`config.mk`:
```
export PLATFORM = sky130hd
export DESIGN_NAME = qpu_exu
export DESIGN_NICKNAME = d
export VERILOG_FILES = /design/src/qpu_exu_pkg.sv /design/src/qpu_exu_decode.sv /design/src/qpu_exu_regfile.sv /design/src/qpu_exu_exec.sv /design/src/qpu_exu_fifo.sv /design/src/qpu_exu_queue.sv /design/src/qpu_exu.sv
export VERILOG_INCLUDE_DIRS = /design/src /design/src/src
export SDC_FILE = /design/constraint.sdc
export NUM_CORES = 1
export LEC_CHECK = 0
export ABC_AREA = 1
export BUFFER_PORTS_ARGS = -buffer_cell sky130_fd_sc_hd__buf_4
export CORE_AREA = 2 2 317 319
export CTS_BUF_LIST = sky130_fd_sc_hd__clkbuf_8
export DETAILED_ROUTE_END_ITERATION = 6
export DIE_AREA = 0 0 319 321
export HOLD_SLACK_MARGIN = 0.03
export PLACE_DENSITY_LB_ADDON = 0.1
export SLEW_MARGIN = 5
export SYNTH_ARGS = -nofsm -noshare
export SYNTH_HDL_FRONTEND = slang
export SYNTH_HIERARCHICAL = 1
export SYNTH_SLANG_ARGS = --single-unit
```
`constraint.sdc`:
```
create_clock -name clk -period 5.45 [get_ports clk]
set_input_delay 1.09 -clock clk [delete_from_list [all_inputs] [get_ports clk]]
set_output_delay 1.09 -clock clk [all_outputs]
set_load 0.01 [all_outputs]
```
`src/qpu_exu_defines.svh`:
```
`ifndef QPU_EXU_DEFINES_SVH
`define QPU_EXU_DEFINES_SVH

// Classical datapath
`define QPU_XLEN              32
`define QPU_RFIDX_WIDTH       4   // 16 registers
`define QPU_INSTR_SIZE        32

// Timing and events
`define QPU_TIME_WIDTH        16
`define QPU_EVENT_NUM         8   // Channel mask bits
`define QPU_EVENT_WIRE_WIDTH  16

// Depth of the timing queue and of the event queue
`define QPU_QUEUE_DEPTH       4

`endif

```
`src/qpu_exu_pkg.sv`:
```
`include "qpu_exu_defines.svh"

package qpu_exu_pkg;

  ////////////////////////////////////////////////////////////////////////////
  // Opcodes, instruction bits 31..28
  typedef enum logic [3:0] {
    OP_ADD   = 4'd1,
    OP_SUB   = 4'd2,
    OP_ADDI  = 4'd3,
    OP_QWAIT = 4'd4,  // Advance the time register
    OP_QEVT  = 4'd5   // Emit an event at the current time point
  } op_e;

  typedef logic [`QPU_TIME_WIDTH-1:0] time_t;

  // One entry of the event queue
  typedef struct packed {
    logic [`QPU_EVENT_NUM-1:0]        mask;
    logic [`QPU_EVENT_WIRE_WIDTH-1:0] data;
  } event_t;

  ////////////////////////////////////////////////////////////////////////////
  // Decoded instruction, decode to exec
  typedef struct packed {
    op_e                         op;
    logic [`QPU_RFIDX_WIDTH-1:0] rd;
    logic [`QPU_RFIDX_WIDTH-1:0] rs1;
    logic [`QPU_RFIDX_WIDTH-1:0] rs2;
    logic [`QPU_XLEN-1:0]        imm;       // Already extended
    logic                        is_alu;    // ADD, SUB, ADDI
    logic                        is_qwait;
    logic                        is_qevt;
  } dec_info_t;

endpackage

```
`src/qpu_exu_decode.sv`:
```
`timescale 1ns/100ps

`include "qpu_exu_defines.svh"

module qpu_exu_decode
  import qpu_exu_pkg::*;
(
  input  logic [`QPU_INSTR_SIZE-1:0] i_instr,
  output dec_info_t                 o_dec
);

  ////////////////////////////////////////////////////////////////////////////
  // Instruction fields

  op_e                         op;
  logic [`QPU_RFIDX_WIDTH-1:0] rd;
  logic [`QPU_RFIDX_WIDTH-1:0] rs1;
  logic [`QPU_RFIDX_WIDTH-1:0] rs2;
  logic [15:0]                 imm16;
  logic [`QPU_XLEN-1:0]        imm_sext;
  logic [`QPU_XLEN-1:0]        imm_zext;

  assign op    = op_e'(i_instr[31:28]);
  assign rd    = i_instr[27:24];
  assign rs1   = i_instr[23:20];
  assign rs2   = i_instr[19:16];
  assign imm16 = i_instr[15:0];

  assign imm_sext = {{(`QPU_XLEN-16){imm16[15]}}, imm16};
  assign imm_zext = {{(`QPU_XLEN-16){1'b0}}, imm16};

  ////////////////////////////////////////////////////////////////////////////
  // Opcode class and immediate select

  always_comb begin
    o_dec          = '0;
    o_dec.op       = op;
    o_dec.rd       = rd;
    o_dec.rs1      = rs1;
    o_dec.rs2      = rs2;
    o_dec.imm      = imm_zext;  // Quantum ops take it unsigned

    case (op)
      OP_ADD, OP_SUB: begin
        o_dec.is_alu = 1'b1;
      end
      OP_ADDI: begin
        o_dec.is_alu = 1'b1;
        o_dec.imm    = imm_sext;
      end
      OP_QWAIT: begin
        o_dec.is_qwait = 1'b1;
      end
      OP_QEVT: begin
        o_dec.is_qevt = 1'b1;
      end
      default: begin
        // Unknown opcode decodes to a no-op
      end
    endcase
  end

endmodule

```
`src/qpu_exu_regfile.sv`:
```
`timescale 1ns/100ps

`include "qpu_exu_defines.svh"

module qpu_exu_regfile
  import qpu_exu_pkg::*;
(
  input  logic                        clk,
  input  logic                        i_reset,

  // Read ports
  input  logic [`QPU_RFIDX_WIDTH-1:0] i_rs1_idx,
  input  logic [`QPU_RFIDX_WIDTH-1:0] i_rs2_idx,
  output logic [`QPU_XLEN-1:0]        o_rs1_data,
  output logic [`QPU_XLEN-1:0]        o_rs2_data,

  // Write port
  input  logic                        i_rd_wen,
  input  logic [`QPU_RFIDX_WIDTH-1:0] i_rd_idx,
  input  logic [`QPU_XLEN-1:0]        i_rd_data,

  // Time register
  input  logic                        i_time_wen,
  input  time_t                       i_time_data,
  output time_t                       o_time
);

  localparam int NREGS = 1 << `QPU_RFIDX_WIDTH;

  logic [`QPU_XLEN-1:0] regs [NREGS];
  time_t                time_q;

  ////////////////////////////////////////////////////////////////////////////
  // Classical registers

  always_ff @(posedge clk) begin
    if (i_reset) begin
      for (int i = 0; i < NREGS; i++) begin
        regs[i] <= '0;
      end
    end else if (i_rd_wen) begin
      regs[i_rd_idx] <= i_rd_data;  // Exec never writes x0
    end
  end

  assign o_rs1_data = (i_rs1_idx == '0) ? '0 : regs[i_rs1_idx];
  assign o_rs2_data = (i_rs2_idx == '0) ? '0 : regs[i_rs2_idx];

  // Current time point
  always_ff @(posedge clk) begin
    if (i_reset) begin
      time_q <= '0;
    end else if (i_time_wen) begin
      time_q <= i_time_data;
    end
  end

  assign o_time = time_q;

endmodule

```
`src/qpu_exu_exec.sv`:
```
`timescale 1ns/100ps

`include "qpu_exu_defines.svh"

module qpu_exu_exec
  import qpu_exu_pkg::*;
(
  // Instruction handshake
  input  logic                        i_valid,
  output logic                        o_ready,
  input  dec_info_t                   i_dec,

  // Operands
  input  logic [`QPU_XLEN-1:0]        i_rs1_data,
  input  logic [`QPU_XLEN-1:0]        i_rs2_data,
  input  time_t                       i_time,

  // Queue status
  input  logic                        i_tiq_full,
  input  logic                        i_evq_full,

  // Register file write back
  output logic                        o_rd_wen,
  output logic [`QPU_XLEN-1:0]        o_rd_data,
  output logic                        o_time_wen,
  output time_t                       o_time_data,

  // Queue pushes
  output logic                        o_tiq_push,
  output time_t                       o_tiq_data,
  output logic                        o_evq_push,
  output event_t                      o_evq_data
);

  logic                 accept;
  logic [`QPU_XLEN-1:0] alu_res;
  time_t                next_time;
  logic                 rd_nz;

  ////////////////////////////////////////////////////////////////////////////
  // Issue

  // Stall only a quantum op whose queue has no room
  assign o_ready = ~((i_dec.is_qwait & i_tiq_full) | (i_dec.is_qevt & i_evq_full));
  assign accept  = i_valid & o_ready;

  ////////////////////////////////////////////////////////////////////////////
  // Classical ALU

  always_comb begin
    case (i_dec.op)
      OP_ADD:  alu_res = i_rs1_data + i_rs2_data;
      OP_SUB:  alu_res = i_rs1_data - i_rs2_data;
      OP_ADDI: alu_res = i_rs1_data + i_dec.imm;
      default: alu_res = '0;
    endcase
  end

  assign rd_nz     = (i_dec.rd != '0);
  assign o_rd_wen  = accept & i_dec.is_alu & rd_nz;  // x0 stays zero
  assign o_rd_data = alu_res;

  ////////////////////////////////////////////////////////////////////////////
  // Time advance and event packing

  // Immediate is zero extended for QWAIT
  assign next_time = i_time + time_t'(i_dec.imm[`QPU_TIME_WIDTH-1:0]);

  assign o_time_wen  = accept & i_dec.is_qwait;
  assign o_time_data = next_time;

  assign o_tiq_push  = accept & i_dec.is_qwait;  // New time point to the queue
  assign o_tiq_data  = next_time;

  assign o_evq_push      = accept & i_dec.is_qevt;
  assign o_evq_data.mask = i_dec.imm[`QPU_EVENT_NUM-1:0];
  assign o_evq_data.data = i_rs1_data[`QPU_EVENT_WIRE_WIDTH-1:0];

endmodule

```
`src/qpu_exu_fifo.sv`:
```
`timescale 1ns/100ps

`include "qpu_exu_defines.svh"

module qpu_exu_fifo #(
  parameter type T_DATA = logic [7:0],
  parameter int  DEPTH  = `QPU_QUEUE_DEPTH
) (
  input  logic  clk,
  input  logic  i_reset,
  input  logic  i_push,
  input  T_DATA i_data,
  input  logic  i_pop,
  output T_DATA o_data,   // Head entry
  output logic  o_empty,
  output logic  o_full
);

  localparam int PTR_W = (DEPTH > 1) ? $clog2(DEPTH) : 1;
  localparam int CNT_W = $clog2(DEPTH + 1);

  T_DATA            mem [DEPTH];
  logic [PTR_W-1:0] rd_ptr;
  logic [PTR_W-1:0] wr_ptr;
  logic [CNT_W-1:0] count;
  logic             wr_en;
  logic             rd_en;

  function automatic logic [PTR_W-1:0] ptr_inc(input logic [PTR_W-1:0] ptr);
    return (ptr == PTR_W'(DEPTH - 1)) ? '0 : ptr + 1'b1;
  endfunction

  assign rd_en = i_pop & ~o_empty;
  assign wr_en = i_push & (~o_full | rd_en);

  always_ff @(posedge clk) begin
    if (i_reset) begin
      rd_ptr <= '0;
      wr_ptr <= '0;
      count  <= '0;
    end else begin
      if (wr_en) wr_ptr <= ptr_inc(wr_ptr);
      if (rd_en) rd_ptr <= ptr_inc(rd_ptr);
      case ({wr_en, rd_en})
        2'b10:   count <= count + 1'b1;
        2'b01:   count <= count - 1'b1;
        default: count <= count;  // Idle or push with pop
      endcase
    end
  end

  always_ff @(posedge clk) begin
    if (wr_en) mem[wr_ptr] <= i_data;
  end

  assign o_data  = mem[rd_ptr];
  assign o_empty = (count == '0);
  assign o_full  = (count == CNT_W'(DEPTH));

endmodule

```
`src/qpu_exu_queue.sv`:
```
`timescale 1ns/100ps

`include "qpu_exu_defines.svh"

module qpu_exu_queue
  import qpu_exu_pkg::*;
(
  input  logic   clk,
  input  logic   i_reset,

  // Pushes from exec
  input  logic   i_tiq_push,
  input  time_t  i_tiq_data,
  input  logic   i_evq_push,
  input  event_t i_evq_data,

  // External trigger clock
  input  time_t  i_trig_clk,

  output logic   o_tiq_full,
  output logic   o_evq_full,

  // Trigger outputs
  output logic   o_trig_clk_ena,
  output logic   o_event_valid,
  output event_t o_event,

  output logic   o_busy
);

  time_t  tiq_head;
  event_t evq_head;
  logic   tiq_empty;
  logic   evq_empty;
  logic   release_evt;

  ////////////////////////////////////////////////////////////////////////////
  // Timing queue and event queue

  qpu_exu_fifo #(
    .T_DATA (time_t),
    .DEPTH  (`QPU_QUEUE_DEPTH)
  ) u_tiq (
    .clk     (clk),
    .i_reset (i_reset),
    .i_push  (i_tiq_push),
    .i_data  (i_tiq_data),
    .i_pop   (release_evt),
    .o_data  (tiq_head),
    .o_empty (tiq_empty),
    .o_full  (o_tiq_full)
  );

  qpu_exu_fifo #(
    .T_DATA (event_t),
    .DEPTH  (`QPU_QUEUE_DEPTH)
  ) u_evq (
    .clk     (clk),
    .i_reset (i_reset),
    .i_push  (i_evq_push),
    .i_data  (i_evq_data),
    .i_pop   (release_evt),
    .o_data  (evq_head),
    .o_empty (evq_empty),
    .o_full  (o_evq_full)
  );

  ////////////////////////////////////////////////////////////////////////////
  // Release

  // Time point reached and an event paired with it
  assign release_evt = ~tiq_empty & ~evq_empty & (tiq_head <= i_trig_clk);

  always_ff @(posedge clk) begin
    if (i_reset) begin
      o_event_valid <= 1'b0;
    end else begin
      o_event_valid <= release_evt;  // One cycle pulse per event
    end
  end

  always_ff @(posedge clk) begin
    if (release_evt) o_event <= evq_head;
  end

  assign o_trig_clk_ena = ~tiq_empty;  // Time points pending
  assign o_busy         = ~tiq_empty | ~evq_empty;

endmodule

```
`src/qpu_exu.sv`:
```
`timescale 1ns/100ps

`include "qpu_exu_defines.svh"

module qpu_exu
  import qpu_exu_pkg::*;
(
  input  logic                       clk,
  input  logic                       i_reset,

  // Instruction input
  input  logic                       i_valid,
  output logic                       o_ready,
  input  logic [`QPU_INSTR_SIZE-1:0] i_instr,

  // Trigger side
  input  time_t                      i_trig_clk,
  output logic                       o_trig_clk_ena,
  output logic                       o_event_valid,
  output event_t                     o_event,

  output logic                       o_active
);

  dec_info_t            dec;
  logic [`QPU_XLEN-1:0] rs1_data;
  logic [`QPU_XLEN-1:0] rs2_data;
  time_t                cur_time;

  logic                 rd_wen;
  logic [`QPU_XLEN-1:0] rd_data;
  logic                 time_wen;
  time_t                time_data;

  logic                 tiq_push;
  time_t                tiq_data;
  logic                 evq_push;
  event_t               evq_data;
  logic                 tiq_full;
  logic                 evq_full;
  logic                 q_busy;

  ////////////////////////////////////////////////////////////////////////////
  // Decode and register file

  qpu_exu_decode u_decode (
    .i_instr (i_instr),
    .o_dec   (dec)
  );

  qpu_exu_regfile u_regfile (
    .clk         (clk),
    .i_reset     (i_reset),
    .i_rs1_idx   (dec.rs1),
    .i_rs2_idx   (dec.rs2),
    .o_rs1_data  (rs1_data),
    .o_rs2_data  (rs2_data),
    .i_rd_wen    (rd_wen),
    .i_rd_idx    (dec.rd),
    .i_rd_data   (rd_data),
    .i_time_wen  (time_wen),
    .i_time_data (time_data),
    .o_time      (cur_time)
  );

  ////////////////////////////////////////////////////////////////////////////
  // Execute and queues

  qpu_exu_exec u_exec (
    .i_valid     (i_valid),
    .o_ready     (o_ready),
    .i_dec       (dec),
    .i_rs1_data  (rs1_data),
    .i_rs2_data  (rs2_data),
    .i_time      (cur_time),
    .i_tiq_full  (tiq_full),
    .i_evq_full  (evq_full),
    .o_rd_wen    (rd_wen),
    .o_rd_data   (rd_data),
    .o_time_wen  (time_wen),
    .o_time_data (time_data),
    .o_tiq_push  (tiq_push),
    .o_tiq_data  (tiq_data),
    .o_evq_push  (evq_push),
    .o_evq_data  (evq_data)
  );

  qpu_exu_queue u_queue (
    .clk            (clk),
    .i_reset        (i_reset),
    .i_tiq_push     (tiq_push),
    .i_tiq_data     (tiq_data),
    .i_evq_push     (evq_push),
    .i_evq_data     (evq_data),
    .i_trig_clk     (i_trig_clk),
    .o_tiq_full     (tiq_full),
    .o_evq_full     (evq_full),
    .o_trig_clk_ena (o_trig_clk_ena),
    .o_event_valid  (o_event_valid),
    .o_event        (o_event),
    .o_busy         (q_busy)
  );

  assign o_active = q_busy | i_valid;  // Work queued or an instruction waiting

endmodule

```
== Word level (Yosys, flattened, before mapping) ==
Memories as Yosys holds them, arrays and structs flattened. A register that Yosys moved wholly into a read port is not among the register bits.
Cells that the tools add are included.

* Flip-flop bits (word level): 31
* Word-level logic and storage cells: 98
* Memories kept: 3
* Output and inout port bits: 28
* Memory bits (writable): 672
* Bits of input ports: 51

{| class="wikitable"
|+ Memory list
! name !! depth !! width !! read ports !! clocked after memory_dff !! write ports !! RTL line !! RTL
|-
| u_regfile.regs || 16 || 32 || 2 || 0 || 16 || qpu_exu_regfile.sv:30 || <nowiki>logic [`QPU_XLEN-1:0] regs [NREGS];</nowiki>
|-
| u_queue.u_evq.mem || 4 || 24 || 1 || 1 || 1 || qpu_exu_fifo.sv:22 || <nowiki>T_DATA mem [DEPTH];</nowiki>
|-
| u_queue.u_tiq.mem || 4 || 16 || 1 || 1 || 1 || qpu_exu_fifo.sv:22 ||
|}

* Add/sub/neg operators: 12
* Order comparisons: 1
* Mux-type cells: 27
* Bitwise logic cells: 23
* Reductions and logical operators: 9
* Equality and inequality tests: 15

{| class="wikitable"
|+ Operators with widths
! operator !! number
|-
| 32-bit two-way mux || 4
|-
| 32-bit case mux with 3 select lines || 1
|-
| 32-bit adder || 2
|-
| 32-bit OR reduction || 1
|-
| 32-bit subtractor || 1
|-
| 16-bit adder || 1
|-
| 16-bit less-or-equal comparator || 1
|-
| 1-bit AND || 13
|-
| 1-bit two-way mux || 13
|-
| 2-bit == test (second input constant) || 6
|-
| 2-bit two-way mux || 6
|-
| 3-bit case mux with 2 select lines || 2
|-
| 2-bit by 1-bit adder with 2-bit output (second input constant) || 4
|-
| 4-bit by 2-bit == test with 1-bit output (second input constant) || 2
|-
| 4-bit by 3-bit == test with 1-bit output (second input constant) || 2
|-
| 4-bit logical NOT || 2
|-
| 3-bit by 1-bit adder with 3-bit output (second input constant) || 2
|-
| 3-bit == test (second input constant) || 2
|-
| 3-bit logical NOT || 2
|-
| 3-bit by 1-bit subtractor with 3-bit output (second input constant) || 2
|-
| 1-bit NOT || 5
|-
| 1-bit bitwise OR || 5
|-
| 2-bit by 1-bit == test with 1-bit output (second input constant) || 2
|-
| 4-bit by 1-bit == test with 1-bit output (second input constant) || 1
|-
| other kinds (4) || 5
|}

== Depth between registers and ports, before layout ==
* Depth after elaboration: 13
* Gate-level depth with buffers: 34
* Gate-level depth less buffers: 29

== By module ==
The synthesis kept the hierarchy.

{| class="wikitable"
|+ Modules (own cells, without submodules)
! module !! times used !! cells each !! seq. area each (µm²) !! area each (µm²)
|-
| qpu_exu_regfile || 1 || 4,163 || 15,695.1 || 31,011.0
|-
| qpu_exu_exec || 1 || 815 || 0.0 || 4,506.8
|-
| qpu_exu_fifo at u_queue.u_evq || 1 || 303 || 3,062.9 || 4,234.1
|-
| qpu_exu_fifo at u_queue.u_tiq || 1 || 225 || 2,102.0 || 2,865.2
|-
| qpu_exu_queue || 1 || 102 || 740.7 || 1,214.9
|-
| qpu_exu_decode || 1 || 61 || 0.0 || 406.6
|-
| qpu_exu || 1 || 3 || 0.0 || 11.3
|}

== Worst setup path before layout ==
OpenSTA, ideal clock, no wires.

* Kind: input to register
* From: in i_instr[16]
* To: mem u_regfile/regs[10][27] in the netlist's numbering, data pin
* Setup slack: 412 ps
* Library setup time: 266 ps
* Stages: 27
* Path buffers: 4
* Required time: 5,184 ps
* Arrival: 4,772 ps
* Cell sequence: buf_4 buf_4 nor4_4 clkbuf_1 a21oi_1 inv_1 ha_1 nand3_2 inv_1 nand2_1 nor2_2 nand4_1 o21ai_0 nand2_1 a22oi_1 ha_1 a21oi_1 o21ai_0 a21oi_1 nor2_1 nor3_1 nand3_1 nand2_1 nor2_1 inv_1 clkbuf_1 nor2_1

{| class="wikitable"
|+ RTL lines
! what !! RTL line !! RTL
|-
| start, declared || qpu_exu.sv:14 || <nowiki>input logic [`QPU_INSTR_SIZE-1:0] i_instr,</nowiki>
|-
| end, declared || qpu_exu_regfile.sv:30 ||
|}

==> reports/qor.csv <==
stage;metric;value;unit
sta;max_clock_freq;218;MHz
outcome;status;finished, final reports clean;
global_routing;first_global_vias;21400;
final_layout;seqCellArea;0.0139;mm^2
sta;worst_pin_slew;1.08;ns
clock_tree;cts_inserted_buffers;93;
final_layout;layout-drive-gt1-share;0.132;
final_layout;final_cells;4677;
clock_tree;clkSinkCount;475;
place;io_buffers;78;
final_layout;postLayoutCoreUtil;0.311;
routing;routed-via-count;21800;
global_routing;antenna_found_initial;3;
global_routing;grt_pass1_wl;140000;um
clock_tree;ctsHoldBuffers;0;
final_layout;fin_nets;3420;
sta;period_needed;4.59;ns
clock_tree;clockBufferDepth;3;
global_routing;grt.busiest_layer;met2;
floorplanning;core_area;0.0993;mm^2
routing;routedWlPerCell;20.3;um
critical_path;endpoint_kind;flop;
clock_tree;cts_tree;built;
sta;hold_viol;0;
clock_tree;post-cts-setup-buffer-count;0;
pwr;powerDensity;289;mW/mm^2
synthesis;synthCells;3347;
routing;remaining_drc_errors;0;
global_routing;met2_usage;0.301;
synthesis;syn-num-nets;3465;
routing;firstDrtPassIters;6;
floorplanning;die_w;319;um
place;place_area;0.0291;mm^2
job;drv_cap;0;
min_path;hold_class;flop to flop;
synthesis;syn-cell-area;0.0276;mm^2
sta;clock_skew;0.0477;ns
clock_tree;root_buffer;clkbuf_8;
global_routing;grt.total_usage;0.184;
critical_path;crit_fanout;41;
final_layout;fin_area;0.0309;mm^2
global_routing;gr-usage-met1;0.249;
routing;via_per_inst;4.65;
place;post-dp-hpwl;63200;um
pwr;power;8.92;mW
clock_tree;insertion_delay;0.76;ns
clock_tree;clkTransAtPathRegs;0.06;ns
floorplanning;die_h;321;um
final_layout;multiInputGateArea;0.0100;mm^2
clock_tree;htree_levels;3;
critical_path;start_kind;primary input;
synthesis;syn-mean-instance-area;8.25;um^2
sta;rsz0062_at_grt;no;
critical_path;path_class;primary input to flop;
global_routing;grt_overflow;0;
clock_tree;post_cts_resized;0;
global_routing;grt_max_degree;52;
routing;wl;95100;um
sta;slew_viol_final;0;
place;place.gp.congestion;0.858;
critical_path;slowest_delay;0.45;ns
sta;slew_headroom;0.277;
final_layout;fillers;10500;
critical_path;cp.required;5.93;ns
global_routing;met3_usage;0.0330;
critical_path;slowest_stage;a21oi_1;
sta;setup-violations-final;0;
place;place_inst;4505;
floorplanning;start_util;0.278;
floorplanning;dieArea;0.102;mm^2
floorplanning;ios;79;
sta;finalSetupTns;0;ns
pwr;total_leakage_power;13.2;nW
floorplanning;row_count;116;
pwr;peakVddDrop;0.146;mV
critical_path;crit_arrival;5.07;ns
sta;min_period_over_period;0.843;
synthesis;ys_warn_count;6;
routing;drt_iter0_markers;1718;
final_layout;syn_to_final_growth;11.7;%
routing;ant_nets;0;
## worst max-delay path: cells and delay by family
family | cells | cell delay (ns)
AO/OA/AOI/OAI | 8 | 1.58
buffers and inverters | 8 | 1.09
AND/OR/NAND/NOR | 9 | 0.73
adder cells (fa/ha/maj) | 1 | 0.35
XOR/XNOR | 1 | 0.16
## final timing paths
path         slack, ns  depth (start not counted)                                 from                             endpoint
max reg2reg       1.25                         27  u_regfile/regs[12][1]$_SDFFCE_PN0P_  u_regfile/regs[0][14]$_SDFFCE_PN0P_
min reg2reg       0.50                          2    u_regfile/o_time[11]$_SDFFE_PP0P_    u_regfile/o_time[11]$_SDFFE_PP0P_
min               0.50                          2    u_regfile/o_time[11]$_SDFFE_PP0P_    u_regfile/o_time[11]$_SDFFE_PP0P_
max               0.86                         27                          i_instr[16]  u_regfile/regs[0][13]$_SDFFCE_PN0P_
## registers in the layout, indices dropped and copies added (netlist names), named ones only
| name | flops |
|---|---|
| u_regfile/regs | 256 |
| u_queue/u_evq/mem | 96 |
| u_queue/u_tiq/mem | 64 |
| u_queue/o_event | 24 |
| u_regfile/o_time | 16 |
| u_queue/u_evq/count | 3 |
| u_queue/u_tiq/count | 3 |
| u_queue/u_evq/rd_ptr | 2 |
| u_queue/u_evq/wr_ptr | 2 |
| u_queue/u_tiq/rd_ptr | 2 |
| u_queue/u_tiq/wr_ptr | 2 |
| u_queue/o_event_valid | 1 |
## through the flow
stage                     worst slack [ns]  hold WS (ns)
after floorplan                      0.729         0.467
after global placement              0.0492         0.485
after detailed placement             0.128         0.491
after CTS                            0.913         0.481
after global routing                 0.565         0.513
final                                0.855         0.504
## area by class of cell
cell class                 count  share of cell area
inverter                     434              0.0531
tap                         1298              0.0526
clock inverter                74              0.0140
sequential                   475               0.451
multi-input combinational   2088               0.324
timing repair buffer         210              0.0624
antenna                        2            0.000162
clock buffer                  96              0.0428
## placed cells by master (no fill, tap or decap), types with 3 or more instances in the layout
master      count
o22ai_1        24
dfxtp_1        35
inv_2          24
a31oi_1         4
xor2_1         14
clkinv_2        9
edfxtp_1      440
clkinvlp_4      3
nand2_1       826
nor3_2          5
a21o_1          3
o21ai_0        89
clkinv_1       26
nor2_1        436
nor2_2         30
nand3_1       374
nand2_2         5
or2_2           3
a21oi_2        18
inv_6           3
buf_12         28
o22ai_2        20
buf_4         182
a22oi_1         5
ha_1           63
bufinv_16       4
a21oi_1        76
clkbuf_8       96
xnor2_1        15
o21ai_1        35
inv_1         435
nor3_1         11
fa_1            4
inv_4           3
## power by group
part	switching, mW	leakage, nW	internal, mW	total (mW)
Clock	1.63	0.994	1.82	3.45
Combinational	0.945	7.59	0.430	1.38
Sequential	0.0227	4.59	4.07	4.09
Total	2.60	13.2	6.32	8.92
## per-layer routing
layer,vias up,wire (um)
li1,10500,-
met1,10500,43900
met5,-,16
met2,608,43900
met3,135,4990
met4,2,2290
Power figures use the tool's default switching activity.
